<file path="config.mk">
export PLATFORM = sky130hd
export DESIGN_NAME = mipsControl
export DESIGN_NICKNAME = d
export VERILOG_FILES = /design/src/rtl/mipsCtrlPkg.sv /design/src/rtl/instrDecoder.sv /design/src/rtl/stateSequencer.sv /design/src/rtl/controlWordGen.sv /design/src/rtl/mipsControl.sv
export SDC_FILE = /design/constraint.sdc
export NUM_CORES = 1
export LEC_CHECK = 0
export BUFFER_PORTS_ARGS = -buffer_cell sky130_fd_sc_hd__buf_4
export CORE_ASPECT_RATIO = 1.1
export CORE_MARGIN = 3
export CORE_UTILIZATION = 50
export DETAILED_ROUTE_END_ITERATION = 8
export PLACE_DENSITY = 0.88
export SYNTH_ARGS = -nofsm -noshare
export SYNTH_HDL_FRONTEND = slang
export SYNTH_SLANG_ARGS = --single-unit
</file>
<file path="constraint.sdc">
create_clock -name Clk -period 2.4 [get_ports Clk]
set_clock_uncertainty 0.05 [all_clocks]
set_input_delay 0.24 -clock Clk [delete_from_list [all_inputs] [get_ports Clk]]
set_output_delay 0.24 -clock Clk [all_outputs]
set_load 0.05 [all_outputs]
</file>
<file path="src/rtl/mipsCtrlPkg.sv">
package mipsCtrlPkg;

	typedef logic [5:0] opcode_t;   // instruction bits 31:26
	typedef logic [5:0] funct_t;    // r-type bits 5:0

	typedef enum logic [3:0] {
		ADD,
		AND,
		SUB,
		XOR,
		NOP,
		BREAK,
		BEQ,
		BNE,
		LW,
		SW,
		LUI,
		J
	} instrClass_t;

	typedef enum logic [4:0] {
		RESET,
		FETCH,
		DECODE,
		ALU_EXEC,
		R_WRITE,
		BRANCH_EQ,
		BRANCH_NE,
		JUMP,
		LUI_WRITE,
		LW_ADDR,
		LW_READ,
		LW_WRITE,
		SW_ADDR,
		SW_WRITE,
		NOP_DONE,
		HALT
	} ctrlState_t;

	typedef logic [2:0] aluSel_t;
	typedef logic [1:0] memToReg_t;
	typedef logic [1:0] pcSource_t;
	typedef logic [1:0] aluSrcB_t;

	localparam aluSel_t ALU_NONE = 3'd0;
	localparam aluSel_t ALU_ADD = 3'd1;
	localparam aluSel_t ALU_SUB = 3'd2;
	localparam aluSel_t ALU_AND = 3'd3;
	localparam aluSel_t ALU_XOR = 3'd6;

	localparam memToReg_t WB_ALUOUT = 2'd0;
	localparam memToReg_t WB_MDR = 2'd1;
	localparam memToReg_t WB_IMM = 2'd2;    // upper immediate

	localparam pcSource_t PC_ALU = 2'd0;    // pc + 4 straight from the alu
	localparam pcSource_t PC_ALUOUT = 2'd1; // branch target held in aluout
	localparam pcSource_t PC_JUMP = 2'd2;

	localparam aluSrcB_t SRCB_REG = 2'd0;
	localparam aluSrcB_t SRCB_FOUR = 2'd1;
	localparam aluSrcB_t SRCB_SIGNEXT = 2'd2;
	localparam aluSrcB_t SRCB_BRANCHOFF = 2'd3; // sign extended, shifted by 2

	localparam opcode_t OP_RTYPE = 6'h00;
	localparam opcode_t OP_J = 6'h02;
	localparam opcode_t OP_BEQ = 6'h04;
	localparam opcode_t OP_BNE = 6'h05;
	localparam opcode_t OP_LUI = 6'h0f;
	localparam opcode_t OP_LW = 6'h23;
	localparam opcode_t OP_SW = 6'h2b;

	localparam funct_t FN_NOP = 6'h00;
	localparam funct_t FN_BREAK = 6'h0d;
	localparam funct_t FN_ADD = 6'h20;
	localparam funct_t FN_SUB = 6'h22;
	localparam funct_t FN_AND = 6'h24;
	localparam funct_t FN_XOR = 6'h26;

	typedef struct packed {
		aluSel_t aluSel;
		memToReg_t memToReg;
		pcSource_t pcSource;
		logic aluSrcA;      // 0 pc, 1 register a
		aluSrcB_t aluSrcB;
		logic iorD;         // 0 instruction address, 1 data address
		logic regDst;       // 0 rt, 1 rd
	} muxSelect_t;

	typedef struct packed {
		logic pcWrite;
		logic pcWriteCond;
		logic wr;
		logic irWrite;
		logic regWrite;
		logic aLoad;
		logic bLoad;
		logic mdrLoad;
		logic aluOutLoad;
	} regEnables_t;

	typedef struct packed {
		logic regReset;
		logic aReset;
		logic bReset;
		logic pcReset;
		logic mdrReset;
		logic aluOutReset;
		logic irReset;
	} regResets_t;

endpackage : mipsCtrlPkg

</file>
<file path="src/rtl/instrDecoder.sv">
module instrDecoder(
	input mipsCtrlPkg::opcode_t op,
	input mipsCtrlPkg::funct_t funct,
	output mipsCtrlPkg::instrClass_t instrClass
);

	import mipsCtrlPkg::*;

	instrClass_t rClass;

	// function field only matters for r-type
	always_comb
	begin
		case (funct)
			FN_ADD:
				rClass = ADD;
			FN_AND:
				rClass = AND;
			FN_SUB:
				rClass = SUB;
			FN_XOR:
				rClass = XOR;
			FN_BREAK:
				rClass = BREAK;
			default:
				rClass = NOP;   // FN_NOP and unknown codes
		endcase
	end

	always_comb
	begin
		case (op)
			OP_RTYPE:
				instrClass = rClass;
			OP_BEQ:
				instrClass = BEQ;
			OP_BNE:
				instrClass = BNE;
			OP_LW:
				instrClass = LW;
			OP_SW:
				instrClass = SW;
			OP_LUI:
				instrClass = LUI;
			OP_J:
				instrClass = J;
			default:
				instrClass = NOP;   // unknown opcode runs as nop
		endcase
	end

endmodule : instrDecoder

</file>
<file path="src/rtl/stateSequencer.sv">
module stateSequencer #(
	parameter int MemReadCycles = 3,
	parameter int MemWriteCycles = 2
)(
	input logic Clk,
	input logic Reset_signal,
	input mipsCtrlPkg::instrClass_t instrClass,
	output mipsCtrlPkg::ctrlState_t state,
	output logic lastWait
);

	import mipsCtrlPkg::*;

	localparam int CntMax = (MemReadCycles > MemWriteCycles) ? MemReadCycles : MemWriteCycles;
	localparam int CntWidth = $clog2(CntMax + 1);

	ctrlState_t nextState;
	logic [CntWidth-1:0] waitCnt;   // cycles spent in the current memory state
	logic memState;

	assign memState = (state == FETCH) || (state == LW_READ) || (state == SW_WRITE);

	always_comb
	begin
		case (state)
			FETCH, LW_READ:
				lastWait = (waitCnt == CntWidth'(MemReadCycles - 1));
			SW_WRITE:
				lastWait = (waitCnt == CntWidth'(MemWriteCycles - 1));
			default:
				lastWait = 1'b0;
		endcase
	end

	always_comb
	begin
		nextState = state;
		case (state)
			RESET:
				nextState = FETCH;
			FETCH:
				if (lastWait)
					nextState = DECODE;
			DECODE:
			begin
				case (instrClass)
					ADD, AND, SUB, XOR:
						nextState = ALU_EXEC;
					BREAK:
						nextState = HALT;
					BEQ:
						nextState = BRANCH_EQ;
					BNE:
						nextState = BRANCH_NE;
					J:
						nextState = JUMP;
					LUI:
						nextState = LUI_WRITE;
					LW:
						nextState = LW_ADDR;
					SW:
						nextState = SW_ADDR;
					default:
						nextState = NOP_DONE;
				endcase
			end
			ALU_EXEC:
				nextState = R_WRITE;
			R_WRITE, BRANCH_EQ, BRANCH_NE, JUMP, LUI_WRITE, LW_WRITE, NOP_DONE:
				nextState = FETCH;
			LW_ADDR:
				nextState = LW_READ;
			LW_READ:
				if (lastWait)
					nextState = LW_WRITE;
			SW_ADDR:
				nextState = SW_WRITE;
			SW_WRITE:
				if (lastWait)
					nextState = FETCH;
			HALT:
				nextState = HALT;   // only reset gets out
			default:
				nextState = RESET;
		endcase
	end

	always_ff @(posedge Clk or posedge Reset_signal)
	begin
		if (Reset_signal)
			state <= RESET;
		else
			state <= nextState;
	end

	// restarts on every state change so each memory stay counts from zero
	always_ff @(posedge Clk or posedge Reset_signal)
	begin
		if (Reset_signal)
			waitCnt <= '0;
		else if (nextState != state)
			waitCnt <= '0;
		else if (memState)
			waitCnt <= waitCnt + 1'b1;
	end

	stateDefined: assert property (@(posedge Clk) disable iff (Reset_signal)
		!$isunknown(state) && (state inside {RESET, FETCH, DECODE, ALU_EXEC, R_WRITE,
			BRANCH_EQ, BRANCH_NE, JUMP, LUI_WRITE, LW_ADDR, LW_READ, LW_WRITE,
			SW_ADDR, SW_WRITE, NOP_DONE, HALT}));

	haltHolds: assert property (@(posedge Clk) disable iff (Reset_signal)
		(state == HALT) |=> (state == HALT));

endmodule : stateSequencer

</file>
<file path="src/rtl/controlWordGen.sv">
module controlWordGen(
	input logic Clk,
	input logic Reset_signal,
	input mipsCtrlPkg::ctrlState_t state,
	input logic lastWait,
	input mipsCtrlPkg::instrClass_t instrClass,
	input logic aluZero,
	output mipsCtrlPkg::muxSelect_t muxSel,
	output mipsCtrlPkg::regEnables_t enables,
	output mipsCtrlPkg::regResets_t resets,
	output logic pcLoad
);

	import mipsCtrlPkg::*;

	aluSel_t execOp;    // alu code of the r-type being executed
	logic branchTaken;

	// op and funct are gone after decode, so keep the alu code
	always_ff @(posedge Clk or posedge Reset_signal)
	begin
		if (Reset_signal)
			execOp <= ALU_NONE;
		else if (state == DECODE)
		begin
			case (instrClass)
				ADD:
					execOp <= ALU_ADD;
				AND:
					execOp <= ALU_AND;
				SUB:
					execOp <= ALU_SUB;
				XOR:
					execOp <= ALU_XOR;
				default:
					execOp <= ALU_NONE;
			endcase
		end
	end

	always_comb
	begin
		muxSel.aluSel = ALU_NONE;
		muxSel.memToReg = WB_ALUOUT;
		muxSel.pcSource = PC_ALU;
		muxSel.aluSrcA = 1'b0;
		muxSel.aluSrcB = SRCB_REG;
		muxSel.iorD = 1'b0;
		muxSel.regDst = 1'b0;
		enables = '0;
		resets = '0;
		case (state)
			RESET:
				resets = '1;    // clear every datapath register
			FETCH:
			begin
				enables.irWrite = 1'b1;
				enables.mdrLoad = 1'b1;
				muxSel.aluSrcB = SRCB_FOUR;
				if (lastWait)
				begin
					muxSel.aluSel = ALU_ADD;    // pc + 4 on the last read cycle
					enables.pcWrite = 1'b1;
				end
			end
			DECODE:
			begin
				muxSel.aluSel = ALU_ADD;    // branch target into aluout
				muxSel.aluSrcB = SRCB_BRANCHOFF;
				enables.aLoad = 1'b1;
				enables.bLoad = 1'b1;
				enables.aluOutLoad = 1'b1;
			end
			ALU_EXEC:
			begin
				muxSel.aluSel = execOp;
				muxSel.aluSrcA = 1'b1;
				enables.aluOutLoad = 1'b1;
			end
			R_WRITE:
			begin
				muxSel.regDst = 1'b1;   // rd
				enables.regWrite = 1'b1;
			end
			BRANCH_EQ, BRANCH_NE:
			begin
				muxSel.aluSel = ALU_SUB;    // compare a and b
				muxSel.pcSource = PC_ALUOUT;
				muxSel.aluSrcA = 1'b1;
				enables.pcWriteCond = 1'b1;
			end
			JUMP:
			begin
				muxSel.aluSel = ALU_ADD;
				muxSel.pcSource = PC_JUMP;
				muxSel.aluSrcB = SRCB_BRANCHOFF;
				muxSel.iorD = 1'b1;
				enables.pcWrite = 1'b1;
				enables.aluOutLoad = 1'b1;
			end
			LUI_WRITE:
			begin
				muxSel.memToReg = WB_IMM;
				enables.regWrite = 1'b1;    // into rt
			end
			LW_ADDR, SW_ADDR:
			begin
				muxSel.aluSel = ALU_ADD;    // base + offset
				muxSel.aluSrcA = 1'b1;
				muxSel.aluSrcB = SRCB_SIGNEXT;
				enables.aluOutLoad = 1'b1;
			end
			LW_READ:
			begin
				muxSel.iorD = 1'b1;
				enables.mdrLoad = 1'b1;
			end
			LW_WRITE:
			begin
				muxSel.memToReg = WB_MDR;
				enables.regWrite = 1'b1;
			end
			SW_WRITE:
			begin
				muxSel.iorD = 1'b1;
				enables.wr = 1'b1;
			end
			default:
			begin
				// nop and halt keep the datapath idle
			end
		endcase
	end

	assign branchTaken = (state == BRANCH_NE) ? ~aluZero : aluZero;
	assign pcLoad = enables.pcWrite | (enables.pcWriteCond & branchTaken);

	noWriteClash: assert property (@(posedge Clk) disable iff (Reset_signal)
		!(enables.wr && enables.regWrite));

	condOnlyInBranch: assert property (@(posedge Clk) disable iff (Reset_signal)
		enables.pcWriteCond |-> (state inside {BRANCH_EQ, BRANCH_NE}));

endmodule : controlWordGen

</file>
<file path="src/rtl/mipsControl.sv">
module mipsControl #(
	parameter int MemReadCycles = 3,
	parameter int MemWriteCycles = 2
)(
	input logic Clk,
	input logic Reset_signal,
	input mipsCtrlPkg::opcode_t op,
	input mipsCtrlPkg::funct_t funct,
	input logic aluZero,
	output mipsCtrlPkg::muxSelect_t muxSel,
	output mipsCtrlPkg::regEnables_t enables,
	output mipsCtrlPkg::regResets_t resets,
	output logic pcLoad,
	output mipsCtrlPkg::ctrlState_t stateOut
);

	import mipsCtrlPkg::*;

	instrClass_t instrClass;
	logic lastWait;

	instrDecoder decoder (
		.op(op),
		.funct(funct),
		.instrClass(instrClass)
	);

	stateSequencer #(
		.MemReadCycles(MemReadCycles),
		.MemWriteCycles(MemWriteCycles)
	) sequencer (
		.Clk(Clk),
		.Reset_signal(Reset_signal),
		.instrClass(instrClass),
		.state(stateOut),   // state code goes straight out
		.lastWait(lastWait)
	);

	controlWordGen wordGen (
		.Clk(Clk),
		.Reset_signal(Reset_signal),
		.state(stateOut),
		.lastWait(lastWait),
		.instrClass(instrClass),
		.aluZero(aluZero),
		.muxSel(muxSel),
		.enables(enables),
		.resets(resets),
		.pcLoad(pcLoad)
	);

endmodule : mipsControl

</file>
* After elaboration in Yosys (flattened, before gate mapping)
Memory sizes are Yosys's and may differ from the RTL's. Cells that the tools add are included.
Word-level totals: memories kept 1, bits in registers 10, word-level logic and storage cells 85, input port bits 15, ROM bits 64, output and inout bits 34
Memories:
- (no name shown) | words 16, bits a word 4, read ports 1, clocked after Yosys merged registers in 0, write ports 0, line stateSequencer.sv:46 | case (instrClass)
Cells by class: mux-type cells 29, bitwise gates (word level) 3, reductions and logical operators 16, eq/ne operators 32, add/subtract/negate cells 1
Operator list (number):
- $pmux W5 S9 | 1
- $eq A5 B4 Y1 const B | 8
- $eq A6 B6 Y1 const B | 6
- $pmux W4 S7 | 1
- $pmux W3 S4 | 2
- $eq A5 B3 Y1 const B | 4
- $mux W5 | 3
- $pmux W3 S5 | 1
- $eq A6 B3 Y1 const B | 2
- $eq A6 B4 Y1 const B | 2
- $mux W1 | 12
- $eq A5 B2 Y1 const B | 2
- $reduce_or A5 Y1 | 2
- $eq A4 B2 Y1 const B | 2
- $pmux W2 S2 | 2
- $reduce_or A2 Y1 | 4
- $reduce_or A8 Y1 | 1
- $mux W7 | 1
- $eq A6 B2 Y1 const B | 1
- $logic_not A6 Y1 | 1
- $mux W2 | 3
- $pmux W2 S3 | 1
- $reduce_or A3 Y1 | 2
- $eq A5 B1 Y1 const B | 1
- other kinds (14) | 16

* Logic depth before layout (Yosys ltp)
word-level depth 7, depth in mapped cells 11, depth with buffers taken out 10

* Cells and area by module
A second synthesis with hierarchy kept.
Second synthesis, totals: cell total of the unflattened synthesis 199, area total of the unflattened synthesis 1557.7 um^2
By module, submodules not included:
- stateSequencer | seq. area each 175.2 um^2, cells each 85, times used 1, area each 711.9 um^2
- controlWordGen | seq. area each 75.1 um^2, cells each 89, times used 1, area each 635.6 um^2
- instrDecoder | seq. area each 0.0 um^2, cells each 25, times used 1, area each 210.2 um^2

* Worst setup path before layout
OpenSTA, ideal clock, no wires.
path type register to output, start reg sequencer.state[1], end out muxSel[10] (netlist bit), path slack -1623 ps, arrival 3733 ps, cell stages (with the launch flop) 5, required time 2110 ps, path buffers 2, path through dfrtp_1 -> buf_2 -> buf_1 -> a21oi_1 -> a2111oi_0
RTL lines:
- start, declared | line stateSequencer.sv:8 | output mipsCtrlPkg::ctrlState_t state,
- start signal, assigned | line stateSequencer.sv:93 | state <= nextState;
- end, declared | line mipsControl.sv:10 | output mipsCtrlPkg::muxSelect_t muxSel,

==> metrics <==
outcome=complete, no violations; Port Buf Inserts=48; hold crit path type=primary input to flop; CTS H-tree depth=1; R2R setup slack=290 ps; Post-Syn Nets=204; post-route ant nets=0; setup violators final=0; critical path's top delay family=compound AO/OA/AOI/OAI gates; Final Hold Fails=0; R2R Path End=sequencer.waitCnt[1]$_DFFE_PP0P_; Endpoint, Worst Hold=wordGen.execOp[0]$_DFFE_PP0P_; fin util=72.5%; RSZ-0062 raised after global routing=false; non-filler cells, final=257; R2R depth=7; DP HPWL=3160 µm; die area=3440 µm²; global-route wire length before repair=6520 µm; Crit. End Element=primary output; hold slack=412 ps; Yosys cell types=56; Horiz. Die Dim=56.2 µm; drt pass-1 iters=4; Mapped Area=1390 µm²; Leak=0.000864 µW; CP Class=flop to primary output; Critical Path Slowest Stage Cell=dfrtp_2; MaxCap Viol Count=0; vias per cell=6.03; register area share after synthesis=18.1%; initial antenna violation count=0; routed wire length=3830 µm; Critical Path, Cell by Cell=buf_4 > nor2b_1 > a21oi_1 > a2111oi_2 > buf_4; top post-synthesis cells by area=dfrtp_1 (18%), buf_4 (6.0%), ha_1 (5.4%); Fmax=435 MHz; final instance area=1860 µm²; crit path max fanout=11; Worst VDD drop=267 µV; Placer Congestion=0.867; Clock transition at path regs=70 ps; Worst Path Buf+Inv=2; CP arrival=2010 ps; Layout area overhead=34.4%; main flop type after synthesis=dfrtp_1; share of layout cells above drive strength 1=40.7%; Post-Syn Instances=183; Synth Register Bits=10; CP max stage delay=490 ps; area of the core=2570 µm²; cell mode on critical path=buf_4; Post-synth EDFFs=0; # fillers=201; HP Start=funct[4]; Setup crit start kind=flop; initial core utilization=53.9%; Req. time, crit path=2110 ps; GRT Total Usage=23.7%; Slew Limit Fails=0; Rows=19; Initial DRC Count=34; final clock period utilization by the worst path=95.8%; top cell type's share of synthesized area=18.1%; CTS buffer count=3; CTS Sinks=10; WL per Instance=14.9 µm; largest net degree at the start of global routing=16; Syn Area/Cell=7.57 µm²; PwrDens=259 nW/µm²; final setup margin=101 ps; cell accounting for the most synthesized area=dfrtp_1; Post-Place Cell Area=1830 µm²; TritonCTS clock tree=done; DP Cell Count=252; grt total ovfl=0; n_diodes=0; Root Buffer Master=clkbuf_4; vias=1,550; Die H=61.2 µm; Clock Latency Late Sink=270 ps; Clock Path Buffers=2; Async SR Flop Fraction=100%; worst r2r src=sequencer.state[2]$_DFF_PP0_; Ys Warns=0; fin nets=248; Final min period=2300 ps; pre-CTS setup slack=-87.4 ps; # DRC=0; vias in the first global route=1,501; I/O pin cnt=49; Hold Path Depth=5; Resized cells post-CTS=0
## how the worst max path moves through the flow
stage / from / endpoint / slack (ps) / cells after the start
6_report: sequencer.state[2]$_DFF_PP0_ / muxSel[10] / 100 / 5
5_1_grt: sequencer.state[2]$_DFF_PP0_ / muxSel[10] / 30 / 5
4_1_cts: sequencer.state[2]$_DFF_PP0_ / muxSel[10] / 110 / 5
3_5_place_dp: op[1] / sequencer.waitCnt[0]$_DFFE_PP0P_ / -90 / 10
3_3_place_gp: op[1] / sequencer.waitCnt[0]$_DFFE_PP0P_ / 50 / 10
2_1_floorplan: sequencer.state[2]$_DFF_PP0_ / resets[1] / -410 / 5
## worst reg2reg max path: stages, from the launching register on
cell and delay (ps):
dfrtp_2 490, inv_1 170, nand3_2 210, clkinvlp_4 190, and4_4 220, nor4b_4 280
o211ai_2 120, nor4_1 270
## layer usage
metal,global-route usage [%],part of all wire (%),vias to the layer above,routed length (µm)
li1,-,-,745,-
met1,23.2,36,730,1370
met2,49.4,55,64,2090
met3,1.89,6.2,11,238
met4,13.9,3.3,0,128
met5,0,0,-,0
## cell families after synthesis
group	Yosys count	share of synthesized area, %
simple gates	82	35.3
buf+inv	29	11.3
xor+xnor	5	3.16
compound gates	47	24.3
fa+ha+maj	6	5.42
flops	10	18.1
other cells	1	0.271
mux	3	2.17
## cell usage after synthesis, types with 2 or more instances
master,n
a21oi_1,8
o211ai_1,3
dfrtp_1,10
nand4b_1,2
xor2_1,3
ha_1,6
buf_2,5
nand3_1,2
or3_1,3
xnor2_1,2
o21ai_0,12
nor4_1,4
o21bai_1,2
nand2_1,13
a31oi_1,4
nand4_1,3
nor2_1,18
nand2b_1,2
o31ai_1,4
inv_1,9
nor3b_1,2
and4_1,2
buf_4,11
clkbuf_1,3
mux2i_1,3
a311oi_1,2
nor3_1,8
and3_1,2
nor2b_1,8
## placed cells by master, fill, tap and decap left out, types with 6 or more instances in the layout
| master | count |
|---|---|
| nor2_1 | 16 |
| nand2_1 | 13 |
| ha_1 | 6 |
| inv_1 | 7 |
| dfrtp_1 | 7 |
| o21ai_0 | 8 |
| nor2b_1 | 8 |
| buf_4 | 58 |
| a21oi_1 | 7 |
## power breakdown
group / internal (µW) / switching (µW) / total (µW)
Clock: 64.2 / 55.9 / 120
Combinational: 65.3 / 114 / 179
Sequential: 174 / 8.80 / 182
Total: 303 / 178 / 481
## state kept, by name, indices dropped and copies added, names as in the netlist
name	count
sequencer.waitCnt	2
sequencer.state	5
wordGen.execOp	3
## final cells by class
| type | instances | area (µm²) | area share [%] |
|---|---|---|---|
| timing repair buffer | 59 | 445 | 23.9 |
| tap | 31 | 38.8 | 2.08 |
| clock buffer | 4 | 26.3 | 1.41 |
| inverter | 9 | 37.5 | 2.02 |
| sequential | 10 | 254 | 13.6 |
| multi-input combinational | 144 | 1060 | 56.9 |
## stage by stage
step,TNS [ps],total power (µW)
2_1_floorplan,-2850,312
3_3_place_gp,0,356
3_5_place_dp,-164,363
4_1_cts,0,483
5_1_grt,0,503
6_report,0,481
## timing repair
item	CTS	global route
buffers inserted	0	0
hold endpoints to repair	10	0
hold buffers	1	0
Note: power is estimated with default switching activity, not from simulation.
